### src/ex_pkg.sv
package ex_pkg;

	// ------------------------------------------------------------------------
	// Instruction word views
	// ------------------------------------------------------------------------

	// R-format fields
	typedef struct packed {
		logic [5:0] opcode;
		logic [4:0] rs;
		logic [4:0] rt;
		logic [4:0] rd;
		logic [4:0] shamt;
		logic [5:0] funct;
	} r_fmt_t;

	// I-format fields
	typedef struct packed {
		logic [5:0]  opcode;
		logic [4:0]  rs;
		logic [4:0]  rt;
		logic [15:0] imm;
	} i_fmt_t;

	// Same 32 bits read either way
	typedef union packed {
		r_fmt_t r_fmt;
		i_fmt_t i_fmt;
	} instr_u;

	// ------------------------------------------------------------------------
	// Control fields
	// ------------------------------------------------------------------------

	// EX bits, reg_dst on bit 3 and alu_src on bit 0
	typedef struct packed {
		logic       reg_dst;
		logic [1:0] alu_op;
		logic       alu_src;
	} ex_ctrl_t;

	// Memory stage bits
	typedef struct packed {
		logic branch;
		logic mem_read;
		logic mem_write;
	} m_ctrl_t;

	// Write-back bits
	typedef struct packed {
		logic reg_write;
		logic mem_to_reg;
	} wb_ctrl_t;

	// alu_op encodings
	localparam logic [1:0] ALU_OP_ADD   = 2'd0;
	localparam logic [1:0] ALU_OP_SUB   = 2'd1;
	localparam logic [1:0] ALU_OP_RTYPE = 2'd2;
	localparam logic [1:0] ALU_OP_ORI   = 2'd3;

	// R-type funct codes
	localparam logic [5:0] FUNCT_ADD = 6'h20;
	localparam logic [5:0] FUNCT_SUB = 6'h22;
	localparam logic [5:0] FUNCT_AND = 6'h24;
	localparam logic [5:0] FUNCT_OR  = 6'h25;
	localparam logic [5:0] FUNCT_NOR = 6'h27;
	localparam logic [5:0] FUNCT_SLT = 6'h2A;
	localparam logic [5:0] FUNCT_SLL = 6'h00;
	localparam logic [5:0] FUNCT_SRL = 6'h02;

	// Internal ALU function select
	localparam logic [3:0] ALU_FN_NONE = 4'd0;
	localparam logic [3:0] ALU_FN_ADD  = 4'd1;
	localparam logic [3:0] ALU_FN_SUB  = 4'd2;
	localparam logic [3:0] ALU_FN_AND  = 4'd3;
	localparam logic [3:0] ALU_FN_OR   = 4'd4;
	localparam logic [3:0] ALU_FN_NOR  = 4'd5;
	localparam logic [3:0] ALU_FN_SLT  = 4'd6;
	localparam logic [3:0] ALU_FN_SLL  = 4'd7;
	localparam logic [3:0] ALU_FN_SRL  = 4'd8;

	// ------------------------------------------------------------------------
	// Pipeline words
	// ------------------------------------------------------------------------

	// ID/EX register contents
	typedef struct packed {
		logic [31:0] pc_plus4;
		logic [31:0] data_1;
		logic [31:0] data_2;
		instr_u      instr;
		ex_ctrl_t    ex;
		m_ctrl_t     m;
		wb_ctrl_t    wb;
	} idex_t;

	// ALU output
	typedef struct packed {
		logic [31:0] result;
		logic        zero;
	} alu_res_t;

	// Branch block output
	typedef struct packed {
		logic [31:0] target;
		logic [4:0]  write_register;
	} br_res_t;

	// EX/MEM register contents
	typedef struct packed {
		logic [31:0] target;
		logic [31:0] alu_result;
		logic        zero;
		logic        branch_taken;
		logic [31:0] store_data;
		logic [4:0]  write_register;
		m_ctrl_t     m;
		wb_ctrl_t    wb;
	} exmem_t;

endpackage

### src/ex_alu.sv
`timescale 1ns/1ps

module ex_alu (
	input  ex_pkg::idex_t    id_ex,
	output ex_pkg::alu_res_t alu_res
);

	logic [31:0] imm_ext;
	logic [31:0] op_a;
	logic [31:0] op_b;
	logic [3:0]  alu_fn;
	logic [4:0]  shamt;
	logic [31:0] result;

	// ------------------------------------------------------------------------
	// Operand selection
	// ------------------------------------------------------------------------

	// ORI takes the immediate zero-extended
	always_comb begin
		if (id_ex.ex.alu_op == ex_pkg::ALU_OP_ORI) begin
			imm_ext = {16'h0000, id_ex.instr.i_fmt.imm};
		end else begin
			imm_ext = {{16{id_ex.instr.i_fmt.imm[15]}}, id_ex.instr.i_fmt.imm};
		end
	end

	assign op_a = id_ex.data_1;

	// Second operand mux
	assign op_b = id_ex.ex.alu_src ? imm_ext : id_ex.data_2;

	// Shift amount from the R view
	assign shamt = id_ex.instr.r_fmt.shamt;

	// ------------------------------------------------------------------------
	// ALU control
	// ------------------------------------------------------------------------

	always_comb begin
		alu_fn = ex_pkg::ALU_FN_NONE;
		case (id_ex.ex.alu_op)
			ex_pkg::ALU_OP_ADD: alu_fn = ex_pkg::ALU_FN_ADD;
			ex_pkg::ALU_OP_SUB: alu_fn = ex_pkg::ALU_FN_SUB;
			ex_pkg::ALU_OP_ORI: alu_fn = ex_pkg::ALU_FN_OR;
			ex_pkg::ALU_OP_RTYPE: begin
				// R-type, funct picks the operation
				case (id_ex.instr.r_fmt.funct)
					ex_pkg::FUNCT_ADD: alu_fn = ex_pkg::ALU_FN_ADD;
					ex_pkg::FUNCT_SUB: alu_fn = ex_pkg::ALU_FN_SUB;
					ex_pkg::FUNCT_AND: alu_fn = ex_pkg::ALU_FN_AND;
					ex_pkg::FUNCT_OR:  alu_fn = ex_pkg::ALU_FN_OR;
					ex_pkg::FUNCT_NOR: alu_fn = ex_pkg::ALU_FN_NOR;
					ex_pkg::FUNCT_SLT: alu_fn = ex_pkg::ALU_FN_SLT;
					ex_pkg::FUNCT_SLL: alu_fn = ex_pkg::ALU_FN_SLL;
					ex_pkg::FUNCT_SRL: alu_fn = ex_pkg::ALU_FN_SRL;
					// Unknown funct
					default:           alu_fn = ex_pkg::ALU_FN_NONE;
				endcase
			end
		endcase
	end

	// ------------------------------------------------------------------------
	// ALU
	// ------------------------------------------------------------------------

	always_comb begin
		result = 32'h0000_0000;
		case (alu_fn)
			ex_pkg::ALU_FN_ADD: result = op_a + op_b;
			ex_pkg::ALU_FN_SUB: result = op_a - op_b;
			ex_pkg::ALU_FN_AND: result = op_a & op_b;
			ex_pkg::ALU_FN_OR:  result = op_a | op_b;
			ex_pkg::ALU_FN_NOR: result = ~(op_a | op_b);
			// Signed compare, one bit result
			ex_pkg::ALU_FN_SLT: result = {31'b0, $signed(op_a) < $signed(op_b)};
			// Shifts act on rt's value
			ex_pkg::ALU_FN_SLL: result = id_ex.data_2 << shamt;
			ex_pkg::ALU_FN_SRL: result = id_ex.data_2 >> shamt;
			default:            result = 32'h0000_0000;
		endcase
	end

	// Result and zero flag out
	assign alu_res.result = result;
	assign alu_res.zero   = (result == 32'h0000_0000);

endmodule

### src/ex_branch.sv
`timescale 1ns/1ps

module ex_branch (
	input  ex_pkg::idex_t   id_ex,
	output ex_pkg::br_res_t br_res
);

	logic [31:0] imm_sext;
	logic [31:0] offset;
	logic [4:0]  rt;
	logic [4:0]  rd;

	// ------------------------------------------------------------------------
	// Branch target
	// ------------------------------------------------------------------------

	// Branch offset is always signed
	assign imm_sext = {{16{id_ex.instr.i_fmt.imm[15]}}, id_ex.instr.i_fmt.imm};

	// Word offset to byte offset
	assign offset = {imm_sext[29:0], 2'b00};

	// Relative to the next instruction
	assign br_res.target = id_ex.pc_plus4 + offset;

	// ------------------------------------------------------------------------
	// Destination register
	// ------------------------------------------------------------------------

	// rt sits at the same bits in both views
	assign rt = id_ex.instr.i_fmt.rt;
	// rd only exists in the R view
	assign rd = id_ex.instr.r_fmt.rd;

	// R-type writes rd, loads and immediates write rt
	always_comb begin
		if (id_ex.ex.reg_dst) begin
			br_res.write_register = rd;
		end else begin
			br_res.write_register = rt;
		end
	end

endmodule

### src/ex_mem_reg.sv
`timescale 1ns/1ps

module ex_mem_reg (
	input  logic             clk,
	input  logic             arst_n,
	input  ex_pkg::idex_t    id_ex,
	input  ex_pkg::alu_res_t alu_res,
	input  ex_pkg::br_res_t  br_res,
	output ex_pkg::exmem_t   ex_mem
);

	ex_pkg::exmem_t ex_mem_d;

	// ------------------------------------------------------------------------
	// Next EX/MEM word
	// ------------------------------------------------------------------------

	always_comb begin
		// Results from the two parallel blocks
		ex_mem_d.target         = br_res.target;
		ex_mem_d.write_register = br_res.write_register;
		ex_mem_d.alu_result     = alu_res.result;
		ex_mem_d.zero           = alu_res.zero;

		// Taken when a branch compares equal
		ex_mem_d.branch_taken   = id_ex.m.branch & alu_res.zero;

		// Value for a store
		ex_mem_d.store_data     = id_ex.data_2;

		// Later stage control goes through as is
		ex_mem_d.m              = id_ex.m;
		ex_mem_d.wb             = id_ex.wb;
	end

	// ------------------------------------------------------------------------
	// Pipeline register
	// ------------------------------------------------------------------------

	// Loads every cycle, no stall at this point
	always_ff @(posedge clk or negedge arst_n) begin
		if (!arst_n) begin
			// All zero acts as a bubble
			ex_mem <= '0;
		end else begin
			ex_mem <= ex_mem_d;
		end
	end

endmodule

### src/ex_stage.sv
`timescale 1ns/1ps

module ex_stage (
	input  logic           clk,
	input  logic           arst_n,
	input  ex_pkg::idex_t  id_ex,
	output ex_pkg::exmem_t ex_mem
);

	// ------------------------------------------------------------------------
	// Internal results
	// ------------------------------------------------------------------------

	// ALU result and zero flag
	ex_pkg::alu_res_t alu_res;
	// Branch target and destination register
	ex_pkg::br_res_t  br_res;

	// ------------------------------------------------------------------------
	// Combinational blocks
	// ------------------------------------------------------------------------

	// Operand mux, ALU control and ALU
	ex_alu u_alu (
		.id_ex   (id_ex),
		.alu_res (alu_res)
	);

	// Target adder and rt/rd mux
	ex_branch u_branch (
		.id_ex  (id_ex),
		.br_res (br_res)
	);

	// ------------------------------------------------------------------------
	// EX/MEM register
	// ------------------------------------------------------------------------

	// One cycle from id_ex to ex_mem
	ex_mem_reg u_ex_mem (
		.clk     (clk),
		.arst_n  (arst_n),
		.id_ex   (id_ex),
		.alu_res (alu_res),
		.br_res  (br_res),
		.ex_mem  (ex_mem)
	);

endmodule

### config.mk
export PLATFORM = sky130hd
export DESIGN_NAME = ex_stage
export DESIGN_NICKNAME = d
export VERILOG_FILES = /design/src/ex_pkg.sv /design/src/ex_alu.sv /design/src/ex_branch.sv /design/src/ex_mem_reg.sv /design/src/ex_stage.sv
export SDC_FILE = /design/constraint.sdc
export NUM_CORES = 1
export LEC_CHECK = 0
export ABC_AREA = 1
export CAP_MARGIN = 15
export CORE_MARGIN = 2
export CORE_UTILIZATION = 35
export CTS_CLUSTER_DIAMETER = 30
export CTS_CLUSTER_SIZE = 24
export DETAILED_ROUTE_END_ITERATION = 7
export DONT_BUFFER_PORTS = 1
export SYNTH_ARGS = -nofsm -noshare
export SYNTH_HDL_FRONTEND = slang
export SYNTH_SLANG_ARGS = --single-unit
### constraint.sdc
create_clock -name clk -period 1 [get_ports clk]
set_input_delay 0.3 -clock clk [delete_from_list [all_inputs] [get_ports clk]]
set_output_delay 0.3 -clock clk [all_outputs]
set_load 0.02 [all_outputs]
==> metrics.cfg, run 1 <==
[placed_design]
postPlaceCellArea_um2 = 21400
gp_congestion = 1.05
dp_hpwl_um = 63700
portBuffers = 0

[logic_synthesis]
yosysUniqueCellTypes = 44
synthesis.nets = 3009
syn_area_per_cell_um2 = 5.61
syn_inst = 2741
yosysWarnings = 0
syn_area_um2 = 15400
synth_seq_area_share = 0.176
ys_ff_latch = 108

[route]
via_count = 20470
viasPerCell = 5.15
drtIter0Drc = 1807
drc_errors = 0
wl_um = 79000
ant_nets = 0
drt_pass1_iterations = 5
wl_per_cell_um = 19.9

[clock_network]
cts_tree = built
clk_pin_slew_worst_paths_ns = 0.09
cts_inserted_buffers = 9
cts_root_buffer = clkbuf_16
clkSinkCount = 108
clock_path_buffers = 2
hold_buffers = 39
cts.htree.levels = 3

[sta]
fmax_ghz = 0.330
setup_ws_ns = -2.03
hold_ws_ns = -0.407
max_slew.worst_pin.slew_ns = 0.743
setup_viol = 167
slew_headroom = 0.505
min_period_over_period = 3.03
drv_slew = 0
layout_min_cycle_time_ns = 3.03
grt_setup_unrepaired = true
finalHoldViolations = 108

[finish]
n_fill_cell = 4212
nets = 3651
drive_gt1_frac = 0.405
syn_to_final_growth_pct = 61.0
largest_reg_flops = 108
multi_input_area_um2 = 13100
mostFrequentLayoutCells = 716 x nand2_1, 623 x buf_4, 391 x inv_1, 376 x nand3_1, 171 x nor2_1
n_antenna_cell = 0
register_area_um2 = 2830
final_common_cell = nand2_1
fin_area_um2 = 24800

[global_route]
grt_pass1_wl_um = 117000
antenna_found_initial = 1
grt_max_degree = 109
grt_use_total = 0.342
grt_pass1_vias = 19827
grt_overflow = 0

[setup_path]
path_max_fanout = 25
path_class = input port to flop
end_kind = flop
cp.required_ns = 1.28
crit_arrival_ns = 3.31
cp-start-kind = input port

[power_and_ir_drop]
total_leakage_power_nw = 13.1
p_total_mw = 24.7
ir_drop_mv = 1.10
power-per-cell-area_nw_per_um2 = 997

[job]
drv_cap = 0

[floorplanning]
core_area_um2 = 43300
rows = 76
dieWidth_um = 214
io_pins = 247
initial_core_util = 0.356
die_h_um = 214
design.die.area_um2 = 45700

[hold_path]
hp-class = input port to async pin

[status]
violations = negative hold slack, negative setup slack
status = finished with violations

## per-stage QoR
step	instances	util	hold slack [ns]	setup slack (ns)	setup TNS [ns]
after floorplan	2741	-	0.00441	-1.70	-62.05
after global placement	3857	0.494	0.00670	-2.82	-94.23
after detailed placement	3857	0.494	0.00607	-2.81	-95.03
after CTS	3942	0.539	-0.420	-1.95	-78.55
after global routing	3973	0.573	-0.424	-2.17	-86.38
final	3973	0.573	-0.407	-2.03	-79.20
## synthesized netlist by cell type (all sizes together)
library cell	count	area share
nand2	850	0.21
inv	461	0.11
nand3	441	0.15
nor2	284	0.073
ha	126	0.10
a21oi	113	0.037
dfrtp	108	0.18
buf	60	0.021
o21ai	50	0.016
clkbuf	45	0.011
nand4	44	0.019
xor2	38	0.022
nor3	25	0.0081
o211ai	17	0.0083
o21bai	12	0.0059
or2	10	0.0041
xnor2	10	0.0057
and2	9	0.0037
nand3b	6	0.0029
o21a	6	0.0029
mux2	5	0.0037
a21boi	4	0.0020
a31oi	3	0.0012
fa	3	0.0039
nor4	3	0.0012
a221oi	2	0.0011
clkinv	2	0.00049
a21o	1	0.00049
o2111ai	1	0.00057
o31ai	1	0.00049
o41ai	1	0.00057
## kinds of logic after synthesis
logic type / synth area share
muxes: 0.00366
and+or+nand+nor: 0.466
adders and majority gates: 0.106
xor gates and xnor gates: 0.0273
DFF: 0.176
AOI/OAI and AO/OA: 0.0765
buffers and inverters: 0.144
## worst paths after layout
kind                            start                            end  slack, ns
min                            arst_n  u_ex_mem.ex_mem[93]$_DFF_PN0_      -0.41
max                          id_ex[5]  u_ex_mem.ex_mem[68]$_DFF_PN0_      -2.03
min in group clk           id_ex[107]  u_ex_mem.ex_mem[78]$_DFF_PN0_       0.03
max in group asynchronous      arst_n  u_ex_mem.ex_mem[40]$_DFF_PN0_       1.22
## metal layers
metal | GRT usage | vias to the layer above | routed length [um]
li1 | - | 9874 | -
met3 | 0.0592 | 140 | 6010
met4 | 0.134 | 2 | 3430
met5 | 0 | - | 19
met2 | 0.565 | 882 | 36100
met1 | 0.443 | 9572 | 33400
## power by group
group,switching [mW],internal (mW),total (mW)
Clock,1.90,1.75,3.64
Sequential,1.07,5.05,6.12
Combinational,8.13,6.80,14.9
## worst max-delay path, cell delays in order
cell,delay [ns]
clkinvlp_4,0.08
buf_12,0.15
or2_4,0.25
o21ai_4,0.09
inv_2,0.10
ha_4,0.18
fa_2,0.37
nand2_2,0.11
nand2_2,0.06
nand3b_1,0.14
nand2_2,0.11
buf_6,0.14
nand2_4,0.05
nand4_1,0.10
nand2_2,0.13
nor2_2,0.05
nor2_2,0.13
nand2_2,0.11
nor2_4,0.15
buf_4,0.12
buf_4,0.09
buf_4,0.09
buf_4,0.09
buf_4,0.09
inv_1,0.03
## area by class of cell
type                       instances  share of cell area
multi-input combinational       2065               0.528
tap                              585              0.0295
sequential                       108               0.114
timing repair buffer             736               0.245
clock buffer                      10             0.00924
clock inverter                     6             0.00237
inverter                         463              0.0712
## what timing repair did
item / in CTS / in global routing
gates resized for setup: 288 / 330
gates cloned: 0 / 1
pin swaps: 54 / 163
hold endpoints to repair: 147 / 108
endpoints found under the setup margin: 165 / 167
setup buffers: 37 / 50
Note: power is estimated with default switching activity, not from simulation.
==> inputs of run 2 (changes only) <==
clock period = 3.1 ns   (was 1 ns; I/O delays follow)
==> run 2 against run 1 <==
Effect of this change:
- the flow finishes with violations (negative setup slack)
- wire length decreased by 7.8%
- first-iteration DRC count rose by 13%
- clock power fell by 66%
- largest cell class unchanged
- highest routed layer is now met4
==> metrics.cfg, run 2 (synthesis results as in run 1) <==
[status]
status = finished with violations
violations = negative setup slack

[sta]
setup_viol = 21
min_period_over_period = 1.17
finalHoldViolations = 0
hold_ws_ns = 0.230
slew_headroom = 0.498
setup_ws_ns = -0.515
layout_min_cycle_time_ns = 3.61
max_slew.worst_pin.slew_ns = 0.753
drv_slew = 0
fmax_ghz = 0.277
grt_setup_unrepaired = true

[finish]
n_fill_cell = 4407
largest_reg_flops = 108
register_area_um2 = 2700
drive_gt1_frac = 0.312
multi_input_area_um2 = 12400
nets = 3472
fin_area_um2 = 22300
n_antenna_cell = 0
final_common_cell = nand2_1
syn_to_final_growth_pct = 44.7
mostFrequentLayoutCells = 732 x nand2_1, 527 x buf_4, 414 x inv_1, 388 x nand3_1, 189 x nor2_1
final_cells = 3794

[global_route]
grt_pass1_vias = 18741
grt_overflow = 0
grt_busiest_layer = met2
antenna_found_initial = 0
use_met2 = 0.527
grt.met1_usage = 0.410
grt_use_total = 0.315
grt_max_degree = 109
met3_usage = 0.0491
grt_pass1_wl_um = 109000

[setup_path]
cp-start-kind = input port
crit_arrival_ns = 3.93
path_max_fanout = 25
crit_slowest_cell = ha_4
end_kind = flop
path_class = input port to flop
crit_path_end = u_ex_mem.ex_mem[42]$_DFF_PN0_
slowest_delay_ns = 0.24
timing.critical_path.buf_inv = 6
cp.required_ns = 3.41
cpLargestDelayFamily = simple AND/OR/NAND/NOR gates
crit_chain = clkinvlp_4 -> buf_6 -> a21oi_4 -> buf_12 -> a21oi_2 -> inv_2 -> ha_4 -> buf_4 -> nand2_2 -> nor2_4 -> buf_4 -> a21oi_4 -> nand4_1 -> nand2_2 -> nor2_2 -> nor2_2 -> nand2_2 -> nor2_4 -> nand2_1 -> nor2_1 -> nand2_1 -> nor2_2 -> nand2_4 -> nor2_4
cp-startpoint = id_ex[5]
cp.depth = 24

[placed_design]
dp_hpwl_um = 59300
dp_slack_ns = -1.21
postPlaceCellArea_um2 = 19900
gp_congestion = 1.03
portBuffers = 0
numPlacedInstances = 3721

[power_and_ir_drop]
ir_drop_mv = 0.278
p_int_mw = 4.07
total_leakage_power_nw = 12.2
p_total_mw = 7.38
p_sw_mw = 3.31
swShare = 0.448
power-per-cell-area_nw_per_um2 = 331
clock_power_share = 0.166
seqPwrFrac = 0.261
comb_power_share = 0.572

[clock_network]
cts_inserted_buffers = 9
clkSinkCount = 108
clk_pin_slew_worst_paths_ns = 0.08
cts_tree = built
clock_path_buffers = 2
cts_root_buffer = clkbuf_16
hold_buffers = 0
cts.htree.levels = 3

[route]
viasPerCell = 5.21
wl_per_cell_um = 19.2
ant_nets = 0
drtIter0Drc = 2038
wl_um = 72900
via_count = 19785
drt_pass1_iterations = 6
drc_errors = 0

[job]
drv_cap = 0

[floorplanning]
design.die.area_um2 = 45700
core_area_um2 = 43300
initial_core_util = 0.356
die_h_um = 214
dieWidth_um = 214
io_pins = 247
rows = 76

[hold_path]
hp-class = input port to async pin

==> run 2: changes by cell type in the layout (fill, tap and decap cells not counted), moves of 16 or more <==
cell	before	now
nor2_1	171	189
inv_1	391	414
dlygate4sd3_1	39	0
nand2_1	716	732
inv_2	63	40
dfrtp_1	3	108
buf_4	623	527
buf_6	54	18
dfrtp_2	105	0
==> run 2: final cells by class <==
cell class                      instances  share of cell area
Sequential cell                       108               0.121
Clock inverter                          6             0.00371
Multi-Input combinational cell       2065               0.555
Inverter                              463              0.0789
Tap cell                              585              0.0329
Clock buffer                           10              0.0103
Timing Repair Buffer                  557               0.198
==> run 2: worst min-delay path by stage <==
stage / start / endpoint / slack (ns)
floorplan: arst_n / u_ex_mem.ex_mem[0]$_DFF_PN0_ / 0.63
global placement: arst_n / u_ex_mem.ex_mem[96]$_DFF_PN0_ / 0.64
detailed placement: arst_n / u_ex_mem.ex_mem[96]$_DFF_PN0_ / 0.64
CTS: arst_n / u_ex_mem.ex_mem[96]$_DFF_PN0_ / 0.22
global route: arst_n / u_ex_mem.ex_mem[96]$_DFF_PN0_ / 0.22
finish: arst_n / u_ex_mem.ex_mem[96]$_DFF_PN0_ / 0.23
==> run 2: timing repair <==
item | CTS | global route
pin swaps | 78 | 87
resized for setup | 234 | 190
setup buffers | 37 | 23
cloned | 1 | 0
setup endpoints to repair | 27 | 27
==> run 2: metrics by stage <==
stage	setup TNS (ns)	util
floorplan	-0.420	-
global route	-5.84	0.515
global placement	-18.87	0.459
CTS	-2.38	0.496
finish	-3.50	0.515
detailed placement	-19.91	0.459
==> run 2: metal layers <==
layer  vias to the layer above  wire length (um)
met1                      9198             30700
met2                       872             33200
met4                         0              3360
met3                       159              5620
li1                       9556                 -
met5                         -                 0
==> run 2: power by group through the flow <==
stage	logic, mW	registers, mW	clock network, mW
after detailed placement	3.53	1.95	0
after global placement	3.50	1.96	0
after floorplan	2.02	1.91	0
final	4.22	1.93	1.23
after CTS	3.91	1.93	1.26
after global routing	4.56	1.95	1.31
